File: config.mk
export PLATFORM = sky130hd
export DESIGN_NAME = id_pipe_reg
export DESIGN_NICKNAME = d
export VERILOG_FILES = /design/src/hdl/id_pkg.sv /design/src/hdl/id_pipe_reg.sv
export VERILOG_INCLUDE_DIRS = /design/src /design/src/hdl
export SDC_FILE = /design/constraint.sdc
export NUM_CORES = 1
export LEC_CHECK = 0
export ABC_AREA = 1
export CAP_MARGIN = 30
export CORE_MARGIN = 3
export CORE_UTILIZATION = 40
export CTS_BUF_LIST = sky130_fd_sc_hd__clkbuf_16
export CTS_CLUSTER_DIAMETER = 50
export DETAILED_ROUTE_END_ITERATION = 12
export DONT_BUFFER_PORTS = 1
export SKIP_LAST_GASP = 1
export SYNTH_ARGS = -nofsm -noshare
export SYNTH_HDL_FRONTEND = slang
export SYNTH_SLANG_ARGS = --single-unit
export TNS_END_PERCENT = 10
File: constraint.sdc
create_clock -name clk -period 3.1 [get_ports clk]
set_clock_uncertainty 0.1 [all_clocks]
set_input_delay 0.155 -clock clk [delete_from_list [all_inputs] [get_ports clk]]
set_output_delay 0.155 -clock clk [all_outputs]
set_load 0.05 [all_outputs]
File: src/hdl/id_params.svh
// widths and encodings for the RV64I decode stage; only mstatus/mtvec/mepc/mcause are mapped
`ifndef ID_PARAMS_SVH
`define ID_PARAMS_SVH

`define ID_XLEN   64                    // data word
`define ID_ILEN   32                    // instruction word, no compressed forms
`define ID_NREG   32                    // integer register file
`define ID_REG_W  5                     // register index

// major opcodes, inst[6:0]
`define ID_OPC_OP      7'b0110011       // reg-reg alu
`define ID_OPC_OP_IMM  7'b0010011       // reg-imm alu and shifts
`define ID_OPC_LOAD    7'b0000011
`define ID_OPC_STORE   7'b0100011
`define ID_OPC_BRANCH  7'b1100011
`define ID_OPC_LUI     7'b0110111
`define ID_OPC_AUIPC   7'b0010111
`define ID_OPC_JAL     7'b1101111
`define ID_OPC_JALR    7'b1100111
`define ID_OPC_SYSTEM  7'b1110011       // csr access only

// machine csr addresses
`define ID_CSR_MSTATUS 12'h300
`define ID_CSR_MTVEC   12'h305
`define ID_CSR_MEPC    12'h341
`define ID_CSR_MCAUSE  12'h342

`endif
File: src/hdl/id_pkg.sv
// types shared by the decode stage; op_e covers the kept RV64I subset only, no word ops
`include "id_params.svh"

package id_pkg;

    typedef logic [`ID_XLEN-1:0] xword_t;      // one gpr / csr value

    typedef struct packed {
        logic [6:0]           funct7;
        logic [`ID_REG_W-1:0] rs2;
        logic [`ID_REG_W-1:0] rs1;
        logic [2:0]           funct3;
        logic [`ID_REG_W-1:0] rd;
        logic [6:0]           opcode;
    } r_fmt_t;

    typedef struct packed {
        logic [11:0]          imm;             // also the csr address
        logic [`ID_REG_W-1:0] rs1;
        logic [2:0]           funct3;
        logic [`ID_REG_W-1:0] rd;
        logic [6:0]           opcode;
    } i_fmt_t;

    typedef struct packed {
        logic [6:0]           imm_11_5;
        logic [`ID_REG_W-1:0] rs2;
        logic [`ID_REG_W-1:0] rs1;
        logic [2:0]           funct3;
        logic [4:0]           imm_4_0;
        logic [6:0]           opcode;
    } s_fmt_t;

    typedef struct packed {
        logic                 imm_12;
        logic [5:0]           imm_10_5;
        logic [`ID_REG_W-1:0] rs2;
        logic [`ID_REG_W-1:0] rs1;
        logic [2:0]           funct3;
        logic [3:0]           imm_4_1;
        logic                 imm_11;
        logic [6:0]           opcode;
    } b_fmt_t;

    typedef struct packed {
        logic [19:0]          imm_31_12;
        logic [`ID_REG_W-1:0] rd;
        logic [6:0]           opcode;
    } u_fmt_t;

    typedef struct packed {
        logic                 imm_20;
        logic [9:0]           imm_10_1;
        logic                 imm_11;
        logic [7:0]           imm_19_12;
        logic [`ID_REG_W-1:0] rd;
        logic [6:0]           opcode;
    } j_fmt_t;

    // same 32-bit word, one view per format
    typedef union packed {
        r_fmt_t r;
        i_fmt_t i;
        s_fmt_t s;
        b_fmt_t b;
        u_fmt_t u;
        j_fmt_t j;
    } inst_u;

    typedef enum logic [5:0] {
        OP_NONE = 6'd0,                                  // unknown word or bubble
        OP_ADD, OP_SUB, OP_SLL, OP_SLT, OP_SLTU,
        OP_XOR, OP_SRL, OP_OR, OP_AND,
        OP_ADDI, OP_SLTI, OP_SLTIU, OP_XORI, OP_ORI, OP_ANDI,
        OP_SLLI, OP_SRLI, OP_SRAI,
        OP_LB, OP_LH, OP_LW, OP_LD, OP_LBU, OP_LHU, OP_LWU,
        OP_SB, OP_SH, OP_SW, OP_SD,
        OP_BEQ, OP_BNE, OP_BLT, OP_BGE, OP_BLTU, OP_BGEU,
        OP_LUI, OP_AUIPC, OP_JAL, OP_JALR,
        OP_CSRRW, OP_CSRRS
    } op_e;

endpackage

File: src/hdl/id_pipe_reg.sv
// one-entry decode register; holds on hazard or downstream stall, so one item in flight at most
`timescale 1ns/100ps
`include "id_params.svh"

module id_pipe_reg (
    input  logic                   clk,
    input  logic                   rst,
    input  logic                   valid_id,
    input  id_pkg::xword_t         pc_id,
    input  logic [`ID_ILEN-1:0]    inst_id,
    input  logic                   ready_ex,
    input  logic                   hazard,
    output logic                   ready_id,
    output logic                   valid_ex,
    output id_pkg::xword_t         pc_q,
    output id_pkg::inst_u          inst_q,
    output logic                   valid_q
);

    logic                valid_r;           // stage occupied
    id_pkg::xword_t      pc_r;
    logic [`ID_ILEN-1:0] inst_r;
    logic                hold;              // keep current item

    assign hold = valid_r & (hazard | ~ready_ex);

    always_ff @(posedge clk) begin
        if (rst) begin
            valid_r <= 1'b0;
        end else if (!hold) begin
            valid_r <= valid_id;            // bubble when fetch idle
        end
    end

    always_ff @(posedge clk) begin
        if (!hold) begin
            pc_r   <= pc_id;
            inst_r <= inst_id;
        end
    end

    assign ready_id = ~hold;
    assign valid_ex = valid_r & ~hazard;    // no issue while a source is busy
    assign valid_q  = valid_r;
    assign pc_q     = pc_r;
    // empty stage presents all-zero word, decodes as OP_NONE
    assign inst_q   = valid_r ? inst_r : '0;

endmodule

== Yosys cells after proc, flatten, opt, wreduce, memory -nomap -nowiden ==
Index checks and enable logic that the tools add are counted.

* Flip-flop bits (word level): 97
* Bits of input ports: 101

* Mux-type cells: 1
* Bitwise operators: 6

{| class="wikitable"
|+ Operator list
! kind !! count
|-
| 32-bit 2-to-1 mux || 1
|-
| 1-bit NOT || 3
|-
| 1-bit bitwise AND || 2
|-
| 1-bit OR || 1
|}

== Depth between registers and ports, before layout ==
* Word-level depth: 4
* Gate-level depth with buffers: 4

== Worst setup path before layout ==
No wires, ideal clock.

* Kind: register -> register
* Start: register valid_r, in the netlist valid_q
* End: register inst_r[0] (enable)
* Setup time: 0.901 ns
* Arrival: 2.549 ns
* Data required time: 2.099 ns
* Path slack: -0.450 ns
* Stages on the path, launching flop included: 4
* Path buffers: 2
* Period minus slack after synthesis: 3.550 ns
* Path through: dfxtp_1 -> buf_6 -> buf_8 -> nand2_1

* Word-level cells in the longest chain between the ends: 1

{| class="wikitable"
|+ Ends and longest elaborated chain
! element !! line !! RTL
|-
| from (decl) || id_pipe_reg.sv:20 || <nowiki>logic valid_r;</nowiki>
|-
| from (signal assigned) || id_pipe_reg.sv:31 || <nowiki>valid_r <= valid_id;</nowiki>
|-
| 1-bit bitwise AND || id_pipe_reg.sv:25 || <nowiki>assign hold = valid_r & (hazard | ~ready_ex);</nowiki>
|-
| to (signal assigned) || id_pipe_reg.sv:38 || <nowiki>inst_r <= inst_id;</nowiki>
|-
| to (decl) || id_pipe_reg.sv:22 || <nowiki>logic [`ID_ILEN-1:0] inst_r;</nowiki>
|}

No other way between the ends.
A chain may end at the register's enable or synchronous reset.

== Worst setup path after layout ==
* Start: register valid_r, in the netlist valid_q
* End: output valid_ex

* Word-level cells in the longest chain between the ends: 1

{| class="wikitable"
|+ Ends and longest elaborated chain
! element !! line !! RTL
|-
| 1-bit bitwise AND || id_pipe_reg.sv:43 || <nowiki>assign valid_ex = valid_r & ~hazard;</nowiki>
|-
| to (decl) || id_pipe_reg.sv:14 || <nowiki>output logic valid_ex,</nowiki>
|}

No other way between the ends.

==> flow_metrics.py <==
metrics = {
    "run_status": {
        "outcome": "complete, no violations",
    },
    "finish": {
        "stdcell_count": 388,
        "antenna_cells": 0,
        "design_area_um2": 4620,
        "final_net_count": 382,
        "drive_gt1_share_pct": 13.3,
        "syn_to_final_growth_pct": 42.2,
    },
    "power_and_ir_drop": {
        "p_int_w": 0.00221,
        "leakagePower_nw": 1.90,
        "p_per_area_nw_per_um2": 673,
        "sequentialPowerShare_pct": 58.7,
        "ir_drop_mv": 0.349,
        "p_switching_w": 0.000896,
        "combPwrFrac_pct": 8.6,
        "p_sw_share_pct": 28.8,
        "clockPowerShare_pct": 32.7,
        "fin_total_pwr_w": 0.00311,
    },
    "cts": {
        "numCtsBuffers": 9,
        "cts_root_buf": "clkbuf_16",
        "cts_sinks": 97,
        "path_clk_slew_ps": 70,
        "cts_resized": 0,
        "clockBufferDepth": 2,
        "cts_setup_buffers": 0,
        "clock_latency_ps": 330,
        "htree_levels": 3,
        "ctsHoldBuffers": 98,
        "cts_tree": "built",
    },
    "sta": {
        "finalSetupTns_ps": 0,
        "rsz0062_at_grt": "false",
        "fin_crit_sh_pct": 68.9,
        "tightest_slew_ps": 875,
        "hold_viol_final": 0,
        "fin_ws_ps": 964,
        "layout_min_cycle_time_ps": 2140,
        "finalMaxSlewViolations": 0,
        "setup_viol_count_final": 0,
        "slew_headroom_pct": 41.4,
        "clock.fmax_mhz": 468,
    },
    "worst_setup_path": {
        "critPathCaptureType": "output port",
        "critPathRequiredTime_ps": 2840,
        "path_delay_family": "simple AND/OR/NAND/NOR gates",
        "path_class": "reg -> out",
        "timing.reg2reg.setup_slack_ps": 1050,
        "critPathArrivalTime_ps": 1880,
        "path_buf_inv": 2,
        "crit-reg2reg-launch": "valid_q",
        "start_kind": "flop",
        "worstPathMaxFanout": 35,
        "crit_chain": "buf_4 -> inv_1 -> nor2_1",
        "r2r_cells": 4,
        "slowest_delay_ps": 680,
        "crit_slowest_cell": "nor2_1",
        "r2r_end": "valid_q",
    },
    "route": {
        "wl_met1_um": 2170,
        "drt_iter0_markers": 54,
        "antenna_left": 0,
        "wl_met3_um": 988,
        "dr.pass1.iters": 4,
        "via_per_inst": 4.57,
        "drc": 0,
        "drt_wl_total_um": 6910,
        "via_count": 1772,
        "wl_per_cell_um": 17.8,
        "wl_met2_um": 3600,
        "top_layer": "met4",
    },
    "worst_hold_path": {
        "min_path_cells": 1,
        "hp-class": "in -> reg",
        "min_to": "pc_q[40]",
        "hold_start": "pc_id[40]",
    },
    "placement": {
        "dp_cells": 274,
        "port_buffers": 0,
        "place_ws_ps": 1240,
        "gp_congestion": 0.639,
        "dp_hpwl_um": 4190,
        "dpl_cell_area_um2": 3360,
    },
    "global_routing": {
        "grt_start_max_net_pins": 48,
        "antenna_found_initial": 0,
        "overflow": 0,
        "track_usage_pct": 14.7,
        "grt_pass1_vias": 1850,
        "grt_pass1_wl_um": 9540,
    },
    "yosys": {
        "yosys_register_bits": 97,
        "yosysUniqueCellTypes": 10,
        "syn_nets": 274,
        "synth-seq-area-share_pct": 89.4,
        "yosysWarnings": 0,
        "netlist_area_um2": 3250,
        "avgSynthCellArea_um2": 18.8,
        "syn_inst": 173,
    },
    "floorplanning": {
        "die_w_um": 96.1,
        "initial_core_util_pct": 41.6,
        "core-area_um2": 7810,
        "num_rows": 32,
        "die_y_um": 96.1,
        "ios": 200,
        "fp.dieArea_um2": 9240,
    },
    "job": {
        "drv_cap": 0,
    },
}
worst max path at each step:
| stage | end | start | slack (ps) | depth (start not counted) |
|---|---|---|---|---|
| 3_3_place_gp | inst_r[31] | valid_q | 1250 | 2 |
| 2_1_floorplan | inst_r[0] | valid_q | 530 | 3 |
| 3_5_place_dp | inst_r[16] | hazard | 1240 | 4 |
| 5_1_grt | valid_ex | valid_q | 830 | 3 |
| 4_1_cts | valid_ex | valid_q | 940 | 3 |
| 6_report | valid_ex | valid_q | 960 | 3 |
registers in the layout, indices dropped and copies added, names as in the netlist:
name / flops
pc_q: 64
valid_q: 1
inst_r: 32
power by group through the flow:
stage / Clock [W] / Combinational [W] / Sequential (W)
2_1_floorplan: 0 / 0.000153 / 0.00184
3_3_place_gp: 0 / 0.000167 / 0.00185
3_5_place_dp: 0 / 0.000168 / 0.00185
4_1_cts: 0.00105 / 0.000267 / 0.00183
5_1_grt: 0.00111 / 0.000287 / 0.00183
6_report: 0.00102 / 0.000268 / 0.00183
final cells by class:
type	instances	area, um2
fill	608	3190
clock inverter	7	53.8
multi-input combinational	37	173
timing repair buffer	101	1000
tap	102	128
clock buffer	9	225
inverter	35	131
sequential	97	2900
cell usage after synthesis:
master | instances | area (um2)
a21oi_1 | 1 | 5.00
buf_6 | 3 | 33.8
buf_8 | 1 | 15.0
dfxtp_1 | 1 | 20.0
edfxtp_1 | 96 | 2880
inv_1 | 26 | 97.6
inv_2 | 9 | 33.8
nand2_1 | 25 | 93.8
nand2_2 | 10 | 62.6
nor2_1 | 1 | 3.75
metrics by stage:
stage               util (%)  hold slack, ps
finish                  59.2             340
global route            59.2             327
CTS                     59.2             321
detailed placement      43.0             126
global placement        43.0             127
floorplan                  -             124
cell usage in the layout, fill, tap and decap left out:
cell type      netlist  routed
a21oi_1              1       1
clkbuf_16            0       9
inv_1               26      27
inv_6                0       3
nor2_1               1       1
nand2_2             10      10
nand2_4              0       1
edfxtp_1            96      96
buf_4                0       3
inv_8                0       1
dfxtp_2              0       1
inv_2                9       9
clkinv_1             0       1
nand2_1             25      24
dlygate4sd3_1        0      98
clkinv_4             0       1
per-layer routing:
metal	GRT usage, %	up-vias
met5	0	-
met3	10.4	15
met2	24.2	121
li1	-	804
met1	13.9	832
met4	6.75	0
logic make-up after synthesis:
logic type / after synthesis / share of synthesized area (%)
flops: 97 / 89.4
buf+inv: 39 / 5.55
simple gates: 36 / 4.93
compound gates: 1 / 0.154
No activity file was read; power rests on OpenSTA's default activity.
