`config.mk`:
```
export PLATFORM = sky130hd
export DESIGN_NAME = id_imm_gen
export DESIGN_NICKNAME = d
export VERILOG_FILES = /design/src/hdl/id_pkg.sv /design/src/hdl/id_imm_gen.sv
export VERILOG_INCLUDE_DIRS = /design/src /design/src/hdl
export SDC_FILE = /design/constraint.sdc
export NUM_CORES = 1
export LEC_CHECK = 0
export BUFFER_PORTS_ARGS = -buffer_cell sky130_fd_sc_hd__buf_4
export CELL_PAD_IN_SITES_DETAIL_PLACEMENT = 1
export CELL_PAD_IN_SITES_GLOBAL_PLACEMENT = 1
export CORE_UTILIZATION = 20
export DETAILED_ROUTE_END_ITERATION = 8
export GPL_TIMING_DRIVEN = 0
export PLACE_DENSITY = 0.95
export SYNTH_ARGS = -nofsm -noshare
export SYNTH_HDL_FRONTEND = slang
export SYNTH_SLANG_ARGS = --single-unit
```
`constraint.sdc`:
```
create_clock -name vclk -period 1.85
set_input_delay 0.0925 -clock vclk [all_inputs]
set_output_delay 0.0925 -clock vclk [all_outputs]
set_load 0.02 [all_outputs]
```
`src/hdl/id_params.svh`:
```
// widths and encodings for the RV64I decode stage; only mstatus/mtvec/mepc/mcause are mapped
`ifndef ID_PARAMS_SVH
`define ID_PARAMS_SVH

`define ID_XLEN   64                    // data word
`define ID_ILEN   32                    // instruction word, no compressed forms
`define ID_NREG   32                    // integer register file
`define ID_REG_W  5                     // register index

// major opcodes, inst[6:0]
`define ID_OPC_OP      7'b0110011       // reg-reg alu
`define ID_OPC_OP_IMM  7'b0010011       // reg-imm alu and shifts
`define ID_OPC_LOAD    7'b0000011
`define ID_OPC_STORE   7'b0100011
`define ID_OPC_BRANCH  7'b1100011
`define ID_OPC_LUI     7'b0110111
`define ID_OPC_AUIPC   7'b0010111
`define ID_OPC_JAL     7'b1101111
`define ID_OPC_JALR    7'b1100111
`define ID_OPC_SYSTEM  7'b1110011       // csr access only

// machine csr addresses
`define ID_CSR_MSTATUS 12'h300
`define ID_CSR_MTVEC   12'h305
`define ID_CSR_MEPC    12'h341
`define ID_CSR_MCAUSE  12'h342

`endif
```
`src/hdl/id_pkg.sv`:
```
// types shared by the decode stage; op_e covers the kept RV64I subset only, no word ops
`include "id_params.svh"

package id_pkg;

    typedef logic [`ID_XLEN-1:0] xword_t;      // one gpr / csr value

    typedef struct packed {
        logic [6:0]           funct7;
        logic [`ID_REG_W-1:0] rs2;
        logic [`ID_REG_W-1:0] rs1;
        logic [2:0]           funct3;
        logic [`ID_REG_W-1:0] rd;
        logic [6:0]           opcode;
    } r_fmt_t;

    typedef struct packed {
        logic [11:0]          imm;             // also the csr address
        logic [`ID_REG_W-1:0] rs1;
        logic [2:0]           funct3;
        logic [`ID_REG_W-1:0] rd;
        logic [6:0]           opcode;
    } i_fmt_t;

    typedef struct packed {
        logic [6:0]           imm_11_5;
        logic [`ID_REG_W-1:0] rs2;
        logic [`ID_REG_W-1:0] rs1;
        logic [2:0]           funct3;
        logic [4:0]           imm_4_0;
        logic [6:0]           opcode;
    } s_fmt_t;

    typedef struct packed {
        logic                 imm_12;
        logic [5:0]           imm_10_5;
        logic [`ID_REG_W-1:0] rs2;
        logic [`ID_REG_W-1:0] rs1;
        logic [2:0]           funct3;
        logic [3:0]           imm_4_1;
        logic                 imm_11;
        logic [6:0]           opcode;
    } b_fmt_t;

    typedef struct packed {
        logic [19:0]          imm_31_12;
        logic [`ID_REG_W-1:0] rd;
        logic [6:0]           opcode;
    } u_fmt_t;

    typedef struct packed {
        logic                 imm_20;
        logic [9:0]           imm_10_1;
        logic                 imm_11;
        logic [7:0]           imm_19_12;
        logic [`ID_REG_W-1:0] rd;
        logic [6:0]           opcode;
    } j_fmt_t;

    // same 32-bit word, one view per format
    typedef union packed {
        r_fmt_t r;
        i_fmt_t i;
        s_fmt_t s;
        b_fmt_t b;
        u_fmt_t u;
        j_fmt_t j;
    } inst_u;

    typedef enum logic [5:0] {
        OP_NONE = 6'd0,                                  // unknown word or bubble
        OP_ADD, OP_SUB, OP_SLL, OP_SLT, OP_SLTU,
        OP_XOR, OP_SRL, OP_OR, OP_AND,
        OP_ADDI, OP_SLTI, OP_SLTIU, OP_XORI, OP_ORI, OP_ANDI,
        OP_SLLI, OP_SRLI, OP_SRAI,
        OP_LB, OP_LH, OP_LW, OP_LD, OP_LBU, OP_LHU, OP_LWU,
        OP_SB, OP_SH, OP_SW, OP_SD,
        OP_BEQ, OP_BNE, OP_BLT, OP_BGE, OP_BLTU, OP_BGEU,
        OP_LUI, OP_AUIPC, OP_JAL, OP_JALR,
        OP_CSRRW, OP_CSRRS
    } op_e;

endpackage

```
`src/hdl/id_imm_gen.sv`:
```
// immediate builder; every form sign-extends from inst[31], shamt is left inside the I form
`timescale 1ns/100ps
`include "id_params.svh"

module id_imm_gen (
    input  id_pkg::inst_u   inst_q,
    input  id_pkg::op_e     op,
    output id_pkg::xword_t  imm
);

    id_pkg::xword_t imm_i;
    id_pkg::xword_t imm_s;
    id_pkg::xword_t imm_b;
    id_pkg::xword_t imm_u;
    id_pkg::xword_t imm_j;

    assign imm_i = {{(`ID_XLEN-12){inst_q.i.imm[11]}}, inst_q.i.imm};
    assign imm_s = {{(`ID_XLEN-12){inst_q.s.imm_11_5[6]}}, inst_q.s.imm_11_5,
                    inst_q.s.imm_4_0};
    assign imm_b = {{(`ID_XLEN-13){inst_q.b.imm_12}}, inst_q.b.imm_12, inst_q.b.imm_11,
                    inst_q.b.imm_10_5, inst_q.b.imm_4_1, 1'b0};         // halfword aligned
    assign imm_u = {{(`ID_XLEN-32){inst_q.u.imm_31_12[19]}}, inst_q.u.imm_31_12, 12'b0};
    assign imm_j = {{(`ID_XLEN-21){inst_q.j.imm_20}}, inst_q.j.imm_20, inst_q.j.imm_19_12,
                    inst_q.j.imm_11, inst_q.j.imm_10_1, 1'b0};

    always_comb begin
        case (op)
            id_pkg::OP_LUI, id_pkg::OP_AUIPC: imm = imm_u;
            id_pkg::OP_JAL:                   imm = imm_j;
            id_pkg::OP_SB, id_pkg::OP_SH,
            id_pkg::OP_SW, id_pkg::OP_SD:     imm = imm_s;
            id_pkg::OP_BEQ, id_pkg::OP_BNE, id_pkg::OP_BLT,
            id_pkg::OP_BGE, id_pkg::OP_BLTU,
            id_pkg::OP_BGEU:                  imm = imm_b;
            default:                          imm = imm_i;   // incl. OP_NONE
        endcase
    end

endmodule

```
**Word-level counts from Yosys, hierarchy flattened**

Cells that the tools add are included.

- Register bits: 0
- Word-level logic and storage cells: 17
- ROM bits: 0
- Bits in writable memories: 0
- Bits in latches: 0
- Memories: 0
- Input port bits: 38

- Mux-type cells: 1
- Magnitude comparators: 0
- Shifts and indexed selects: 0
- $mul: 0
- Reduce and logical (&&, ||, !) cells: 3
- Add/subtract/negate cells: 0
- Bitwise logic cells: 0
- Div/mod/pow operators: 0
- Equality and inequality tests: 13

Operator list:

| kind | count |
|---|---|
| 31-bit case mux with 4 select lines | 1 |
| 6-bit == test (second input constant) | 7 |
| 6-bit by 5-bit == test with 1-bit output (second input constant) | 6 |
| 6-bit OR reduction | 1 |
| 4-bit OR reduction | 1 |
| 2-bit OR reduction | 1 |

**Longest topological paths before layout**

Gate-level depths: netlist of the first run.

- Depth in word-level cells: 3
- Depth in mapped cells: 5

**Worst setup path before layout of the first run**

OpenSTA, ideal clock, no wires.

- Kind: input -> output
- From: input op[2]
- To: output imm[0]
- Required time: 1.757 ns
- Buffers on the path: 2
- Setup slack: 0.715 ns
- Arrival time: 1.042 ns
- Stages on the path: 5
- Cell sequence: buf_6 -> and4bb_2 -> and2_1 -> buf_6 -> o31ai_4

- Cells in the longest elaborated chain, start to end: 3
- Elaborated cells between the ends (all ways): 17

Ends and longest elaborated chain:

| element | line | text |
|---|---|---|
| from (decl) | id_imm_gen.sv:7 | `input id_pkg::op_e op,` |
| 6-bit by 5-bit == test with 1-bit output or 6-bit == test (tied branches) | id_imm_gen.sv:27 | `case (op)` |
| 6-bit OR reduction (tied with other cells) | id_imm_gen.sv:27 |  |
| 31-bit case mux with 4 select lines (*) | id_imm_gen.sv:27 |  |
| to (decl) | id_imm_gen.sv:8 | `output id_pkg::xword_t imm` |

Every way passes the cells marked *; elsewhere a longest branch is shown, timed or not.

**Worst setup path after layout of the first run**

- From: input inst_q[31] (netlist bit)
- To: output imm[29]

- Cells in the longest elaborated chain, start to end: 1

Ends and longest elaborated chain:

| element | line | text |
|---|---|---|
| from (decl) | id_imm_gen.sv:6 | `input id_pkg::inst_u inst_q,` |
| 31-bit case mux with 4 select lines | id_imm_gen.sv:27 |  |

Every way passes these cells.

==> impl_metrics.json, run 1 <==
{
  "outcome": "finished, final reports clean",
  "pwr-share-seq": 0,
  "fillers": 444,
  "die_area_um2": 3796,
  "drtIter0Drc": 12,
  "peakVddDrop_v": 0.00009788,
  "die_w_um": 61.61,
  "wl_per_cell_um": 11.87,
  "grtUsageTotal": 0.1299,
  "path_max_fanout": 35,
  "first_global_vias": 846,
  "final_nets": 225,
  "fin_tns_setup_ns": 0,
  "antenna_found_initial": 0,
  "fin_crit_ns": 1.393,
  "swShare": 0.4845,
  "placementRows": 21,
  "p_comb_frac": 1.000,
  "viasPerCell": 4.074,
  "hold_viol": 0,
  "synth_nets": 129,
  "intPower_uw": 230.2,
  "drive_gt1_frac": 0.7459,
  "fp.coreArea_um2": 3363,
  "grt_overflow_total": 0,
  "yosys.area.top_type": "buf_4",
  "io_pins": 102,
  "fmax_mhz": 718.1,
  "grt.busiest_layer": "met2",
  "synth_area_leaders": "buf_4 36%, a21o_1 20%, a22o_1 4.9%",
  "final_cell_mix": "128 x buf_4, 19 x a21o_1, 4 x a22o_1",
  "setup_viol": 0,
  "p_switching_uw": 216.3,
  "layout_commonest_cell": "buf_4",
  "n_sequential_cell": 0,
  "power-per-cell-area_nw_per_um2": 302.9,
  "met3_usage": 0.004202,
  "drc": 0,
  "endpoint_kind": "primary output",
  "nClkBuffers": 0,
  "holdCritPathClass": "primary input to primary output",
  "first_pass_iters": 4,
  "rsz0062_at_grt": "no",
  "place_hpwl_um": 2330,
  "vias": 941,
  "regArea_um2": 0,
  "drv_slew": 0,
  "cp_data_arrival_time_ns": 1.30,
  "antennaDiodeCount": 0,
  "fin_crit_sh": 0.7528,
  "postCtsHoldBufs": 0,
  "cp_data_required_time_ns": 1.76,
  "synthCells": 91,
  "syn_area_um2": 710.7,
  "ys_seq_area_frac": 0,
  "p_leak_uw": 0.0008877,
  "drt-total-wl_um": 2743,
  "cts_resized": 0,
  "crit_type": "primary input to primary output",
  "grt_pass1_wl_um": 3891,
  "chipHeight_um": 61.61,
  "port_buffers": 94,
  "clockPowerShare": 0,
  "synth_top_cell_area_share": 0.3592,
  "layout_setup_ws_ns": 0.4574,
  "ys_warn_count": 0,
  "post-place-ws_ns": 0.4261,
  "layout-area-overhead-vs-synth_pct": 107.4,
  "met2_usage": 0.2550,
  "grt_max_degree": 36,
  "routabilityCongestion": 0.7588,
  "post-cts-setup-buffers": 0,
  "postRouteAntennaNets": 0,
  "drv_cap": 0,
  "syn_avg_cell_area_um2": 7.810,
  "tightest_slew_ns": 0.3694,
  "max_slew_margin": 0.7528,
  "initial_core_util": 0.2113,
  "grt_use_met1": 0.1652,
  "cp-start-kind": "primary input",
  "synth_cell_types": 27
}
==> path summary, 6_finish.rpt <==
check                      start  endpoint  slack [ns]  cells past startpoint
worst min-delay path  inst_q[13]   imm[13]        0.48                      3
worst max-delay path  inst_q[31]   imm[29]        0.46                      6
==> synthesized netlist by cell type (all sizes together) <==
cell type / number
nor4b: 1
a21oi: 1
o221a: 1
inv: 3
nor2b: 3
a31oi: 1
o22ai: 2
or3b: 2
a2bb2oi: 1
and3: 2
buf: 38
a211o: 1
and4bb: 1
nand3b: 1
xnor2: 1
nor3b: 1
nand2: 2
nor2: 1
and2: 1
o31ai: 1
a22o: 4
a21o: 19
and2b: 3
==> through the flow <==
step	total power [uW]	area, um^2	hold WS (ns)	instances	utilization
global route	477.0	1474	0.4918	231	0.4382
global placement	440.8	1474	0.4768	231	0.4382
detailed placement	451.0	1474	0.4819	231	0.4382
finish	446.5	1474	0.4812	231	0.4382
floorplan	246.1	710.7	0.2976	91	-
CTS	451.9	1474	0.4819	231	0.4382
==> logic make-up (layout without fill, tap and decap cells) <==
family / count (synthesis) / after routing / synth area share
simple gates: 18 / 18 / 0.1796
buf+inv: 41 / 135 / 0.4296
xor+xnor: 1 / 1 / 0.01233
compound gates: 31 / 31 / 0.3785
==> per-layer routing <==
layer / up-vias / part of all wire
li1: 475 / -
met1: 427 / 0.41
met2: 39 / 0.54
met3: 0 / 0.050
met4: 0 / 0
met5: - / 0
==> power groups by stage <==
stage	registers [uW]	clock network (uW)	logic, uW
4_1_cts	0	0	452
6_report	0	0	447
5_1_grt	0	0	477
2_1_floorplan	0	0	246
3_3_place_gp	0	0	441
3_5_place_dp	0	0	451
==> critical path, cell delays in order <==
cell	delay, ns
buf_4	0.29
inv_1	0.14
a31oi_1	0.24
buf_2	0.27
a21o_1	0.12
buf_4	0.14
==> area by class of cell <==
| class | count | area, um^2 | share of cell area |
|---|---|---|---|
| inverters | 3 | 11.26 | 0.007640 |
| multi-input cells | 50 | 405.4 | 0.2750 |
| repair buffers | 94 | 705.7 | 0.4788 |
| plain buffers | 38 | 294.0 | 0.1995 |
| well taps | 46 | 57.56 | 0.03905 |
(Power assumes the default switching activity.)
==> run 2, diff against run 1 <==
--- a/config.mk
+++ b/config.mk
@@ -9,10 +9,10 @@
 export BUFFER_PORTS_ARGS = -buffer_cell sky130_fd_sc_hd__buf_4
 export CELL_PAD_IN_SITES_DETAIL_PLACEMENT = 1
 export CELL_PAD_IN_SITES_GLOBAL_PLACEMENT = 1
-export CORE_UTILIZATION = 20
+export CORE_UTILIZATION = 17
 export DETAILED_ROUTE_END_ITERATION = 8
 export GPL_TIMING_DRIVEN = 0
-export PLACE_DENSITY = 0.95
+export PLACE_DENSITY = 0.9
 export SYNTH_ARGS = -nofsm -noshare
 export SYNTH_HDL_FRONTEND = slang
 export SYNTH_SLANG_ARGS = --single-unit
==> constraint.sdc (replaced) <==
create_clock -name vclk -period 1.15
set_input_delay 0.0575 -clock vclk [all_inputs]
set_output_delay 0.0575 -clock vclk [all_outputs]
set_load 0.02 [all_outputs]
==> run 2 against run 1 <==
The flow now finishes with violations (negative setup slack). First-iteration DRC count is 17% higher. Cell count is 3.9% higher. Critical path depth is 1 lower. Non-clock buffer count is 5 higher. Largest power group unchanged. Highest routed layer unchanged. Core utilization is 2.4 points lower.
==> impl_metrics.json, run 2 (synthesis results as in run 1) <==
{
  "outcome": "finished with violations",
  "violations": "negative setup slack",
  "chipHeight_um": 66.66,
  "p_leak_uw": 0.0009537,
  "postCtsHoldBufs": 0,
  "antennaDiodeCount": 0,
  "drv_slew": 0,
  "die_area_um2": 4443,
  "fin_crit_ns": 1.222,
  "regArea_um2": 0,
  "hold_viol": 0,
  "cp-start-kind": "primary input",
  "initial_core_util": 0.1777,
  "grt_pass1_wl_um": 4554,
  "postRouteAntennaNets": 0,
  "first_global_vias": 941,
  "setup_viol": 9,
  "n_sequential_cell": 0,
  "place_hpwl_um": 2392,
  "fin_crit_sh": 1.063,
  "antenna_found_initial": 0,
  "io_pins": 102,
  "path_max_fanout": 4,
  "first_pass_iters": 4,
  "grt_max_degree": 36,
  "drv_cap": 0,
  "hold_start": "inst_q[13]",
  "max_slew_margin": 0.7949,
  "place_area_um2": 1479,
  "whs_endpoint": "imm[13]",
  "final_cell_mix": "111 x buf_4, 23 x buf_6, 19 x a21o_1, 4 x a22o_1",
  "drt-total-wl_um": 3077,
  "fmax_mhz": 818.2,
  "port_buffers": 94,
  "finish.utilization": 0.4145,
  "timing.hold.ws_ns": 0.4099,
  "drtIter0Drc": 14,
  "rsz0062_at_grt": "yes",
  "design_area_um2": 1658,
  "holdPathStages": 3,
  "placementRows": 23,
  "fp.coreArea_um2": 4000,
  "post-place-ws_ns": -0.2142,
  "cp_data_arrival_time_ns": 1.16,
  "die_w_um": 66.66,
  "crit_type": "primary input to primary output",
  "layout_setup_ws_ns": -0.07220,
  "vias": 970,
  "tightest_slew_ns": 0.3065,
  "drc": 0,
  "layout_commonest_cell": "buf_4",
  "nClkBuffers": 0,
  "drive_gt1_frac": 0.7789,
  "endpoint_kind": "primary output",
  "layout-area-overhead-vs-synth_pct": 133.3,
  "peakVddDrop_v": 0.0001664,
  "cp_data_required_time_ns": 1.09,
  "power_uw": 788.3,
  "holdCritPathClass": "primary input to primary output",
  "grt_overflow_total": 0,
  "viasPerCell": 4.042,
  "wl_per_cell_um": 12.82,
  "routabilityCongestion": 0.6758,
  "final_nets": 230,
  "power-per-cell-area_nw_per_um2": 475.5,
  "grtUsageTotal": 0.1303
}
==> run 2: timing repair <==
| item | 4_1_cts | 5_1_grt |
|---|---|---|
| resized for setup | 24 | 14 |
| endpoints found under the setup margin | 20 | 29 |
| buffers inserted | 4 | 1 |
| pin swaps | 10 | 13 |
| cloned | 2 | 0 |
==> run 2: how the worst max path moves through the flow <==
| stage | start | cells past startpoint | slack (ns) | endpoint |
|---|---|---|---|---|
| 6_report | op[3] | 5 | -0.07 | imm[11] |
| 5_1_grt | op[3] | 5 | -0.12 | imm[11] |
| 4_1_cts | op[3] | 5 | -0.08 | imm[11] |
| 3_5_place_dp | inst_q[31] | 6 | -0.21 | imm[24] |
| 2_1_floorplan | op[2] | 5 | 0.09 | imm[0] |
| 3_3_place_gp | inst_q[31] | 6 | -0.17 | imm[25] |
==> run 2: cell type report <==
cell class	instances	area, um^2
buffer	37	289.0
fill	495	2342
inverter	3	11.26
multi-input combinational	50	446.7
tap	50	62.56
timing repair buffer	100	848.3
==> run 2: critical path, stage by stage <==
cell	delay [ns]
buf_8	0.10
or3b_4	0.41
o221a_1	0.22
a211o_1	0.24
buf_6	0.13
==> run 2: metrics by stage <==
stage	setup TNS, ns	std cells
2_1_floorplan	0	91
5_1_grt	-1.111	240
3_3_place_gp	-2.370	235
4_1_cts	-0.3332	241
6_report	-0.2898	240
3_5_place_dp	-2.874	235
==> run 2: power breakdown <==
part           leakage, uW  internal, uW  total [uW]  switching (uW)
Sequential               0             0           0               0
Clock                    0             0           0               0
Combinational     0.000954           420         788             369
==> run 2: metal layers <==
| layer | share of wire | GRT usage |
|---|---|---|
| met2 | 0.59 | 0.2715 |
| met5 | 0 | 0 |
| met4 | 0 | 0 |
| met1 | 0.36 | 0.1482 |
| met3 | 0.049 | 0.008562 |
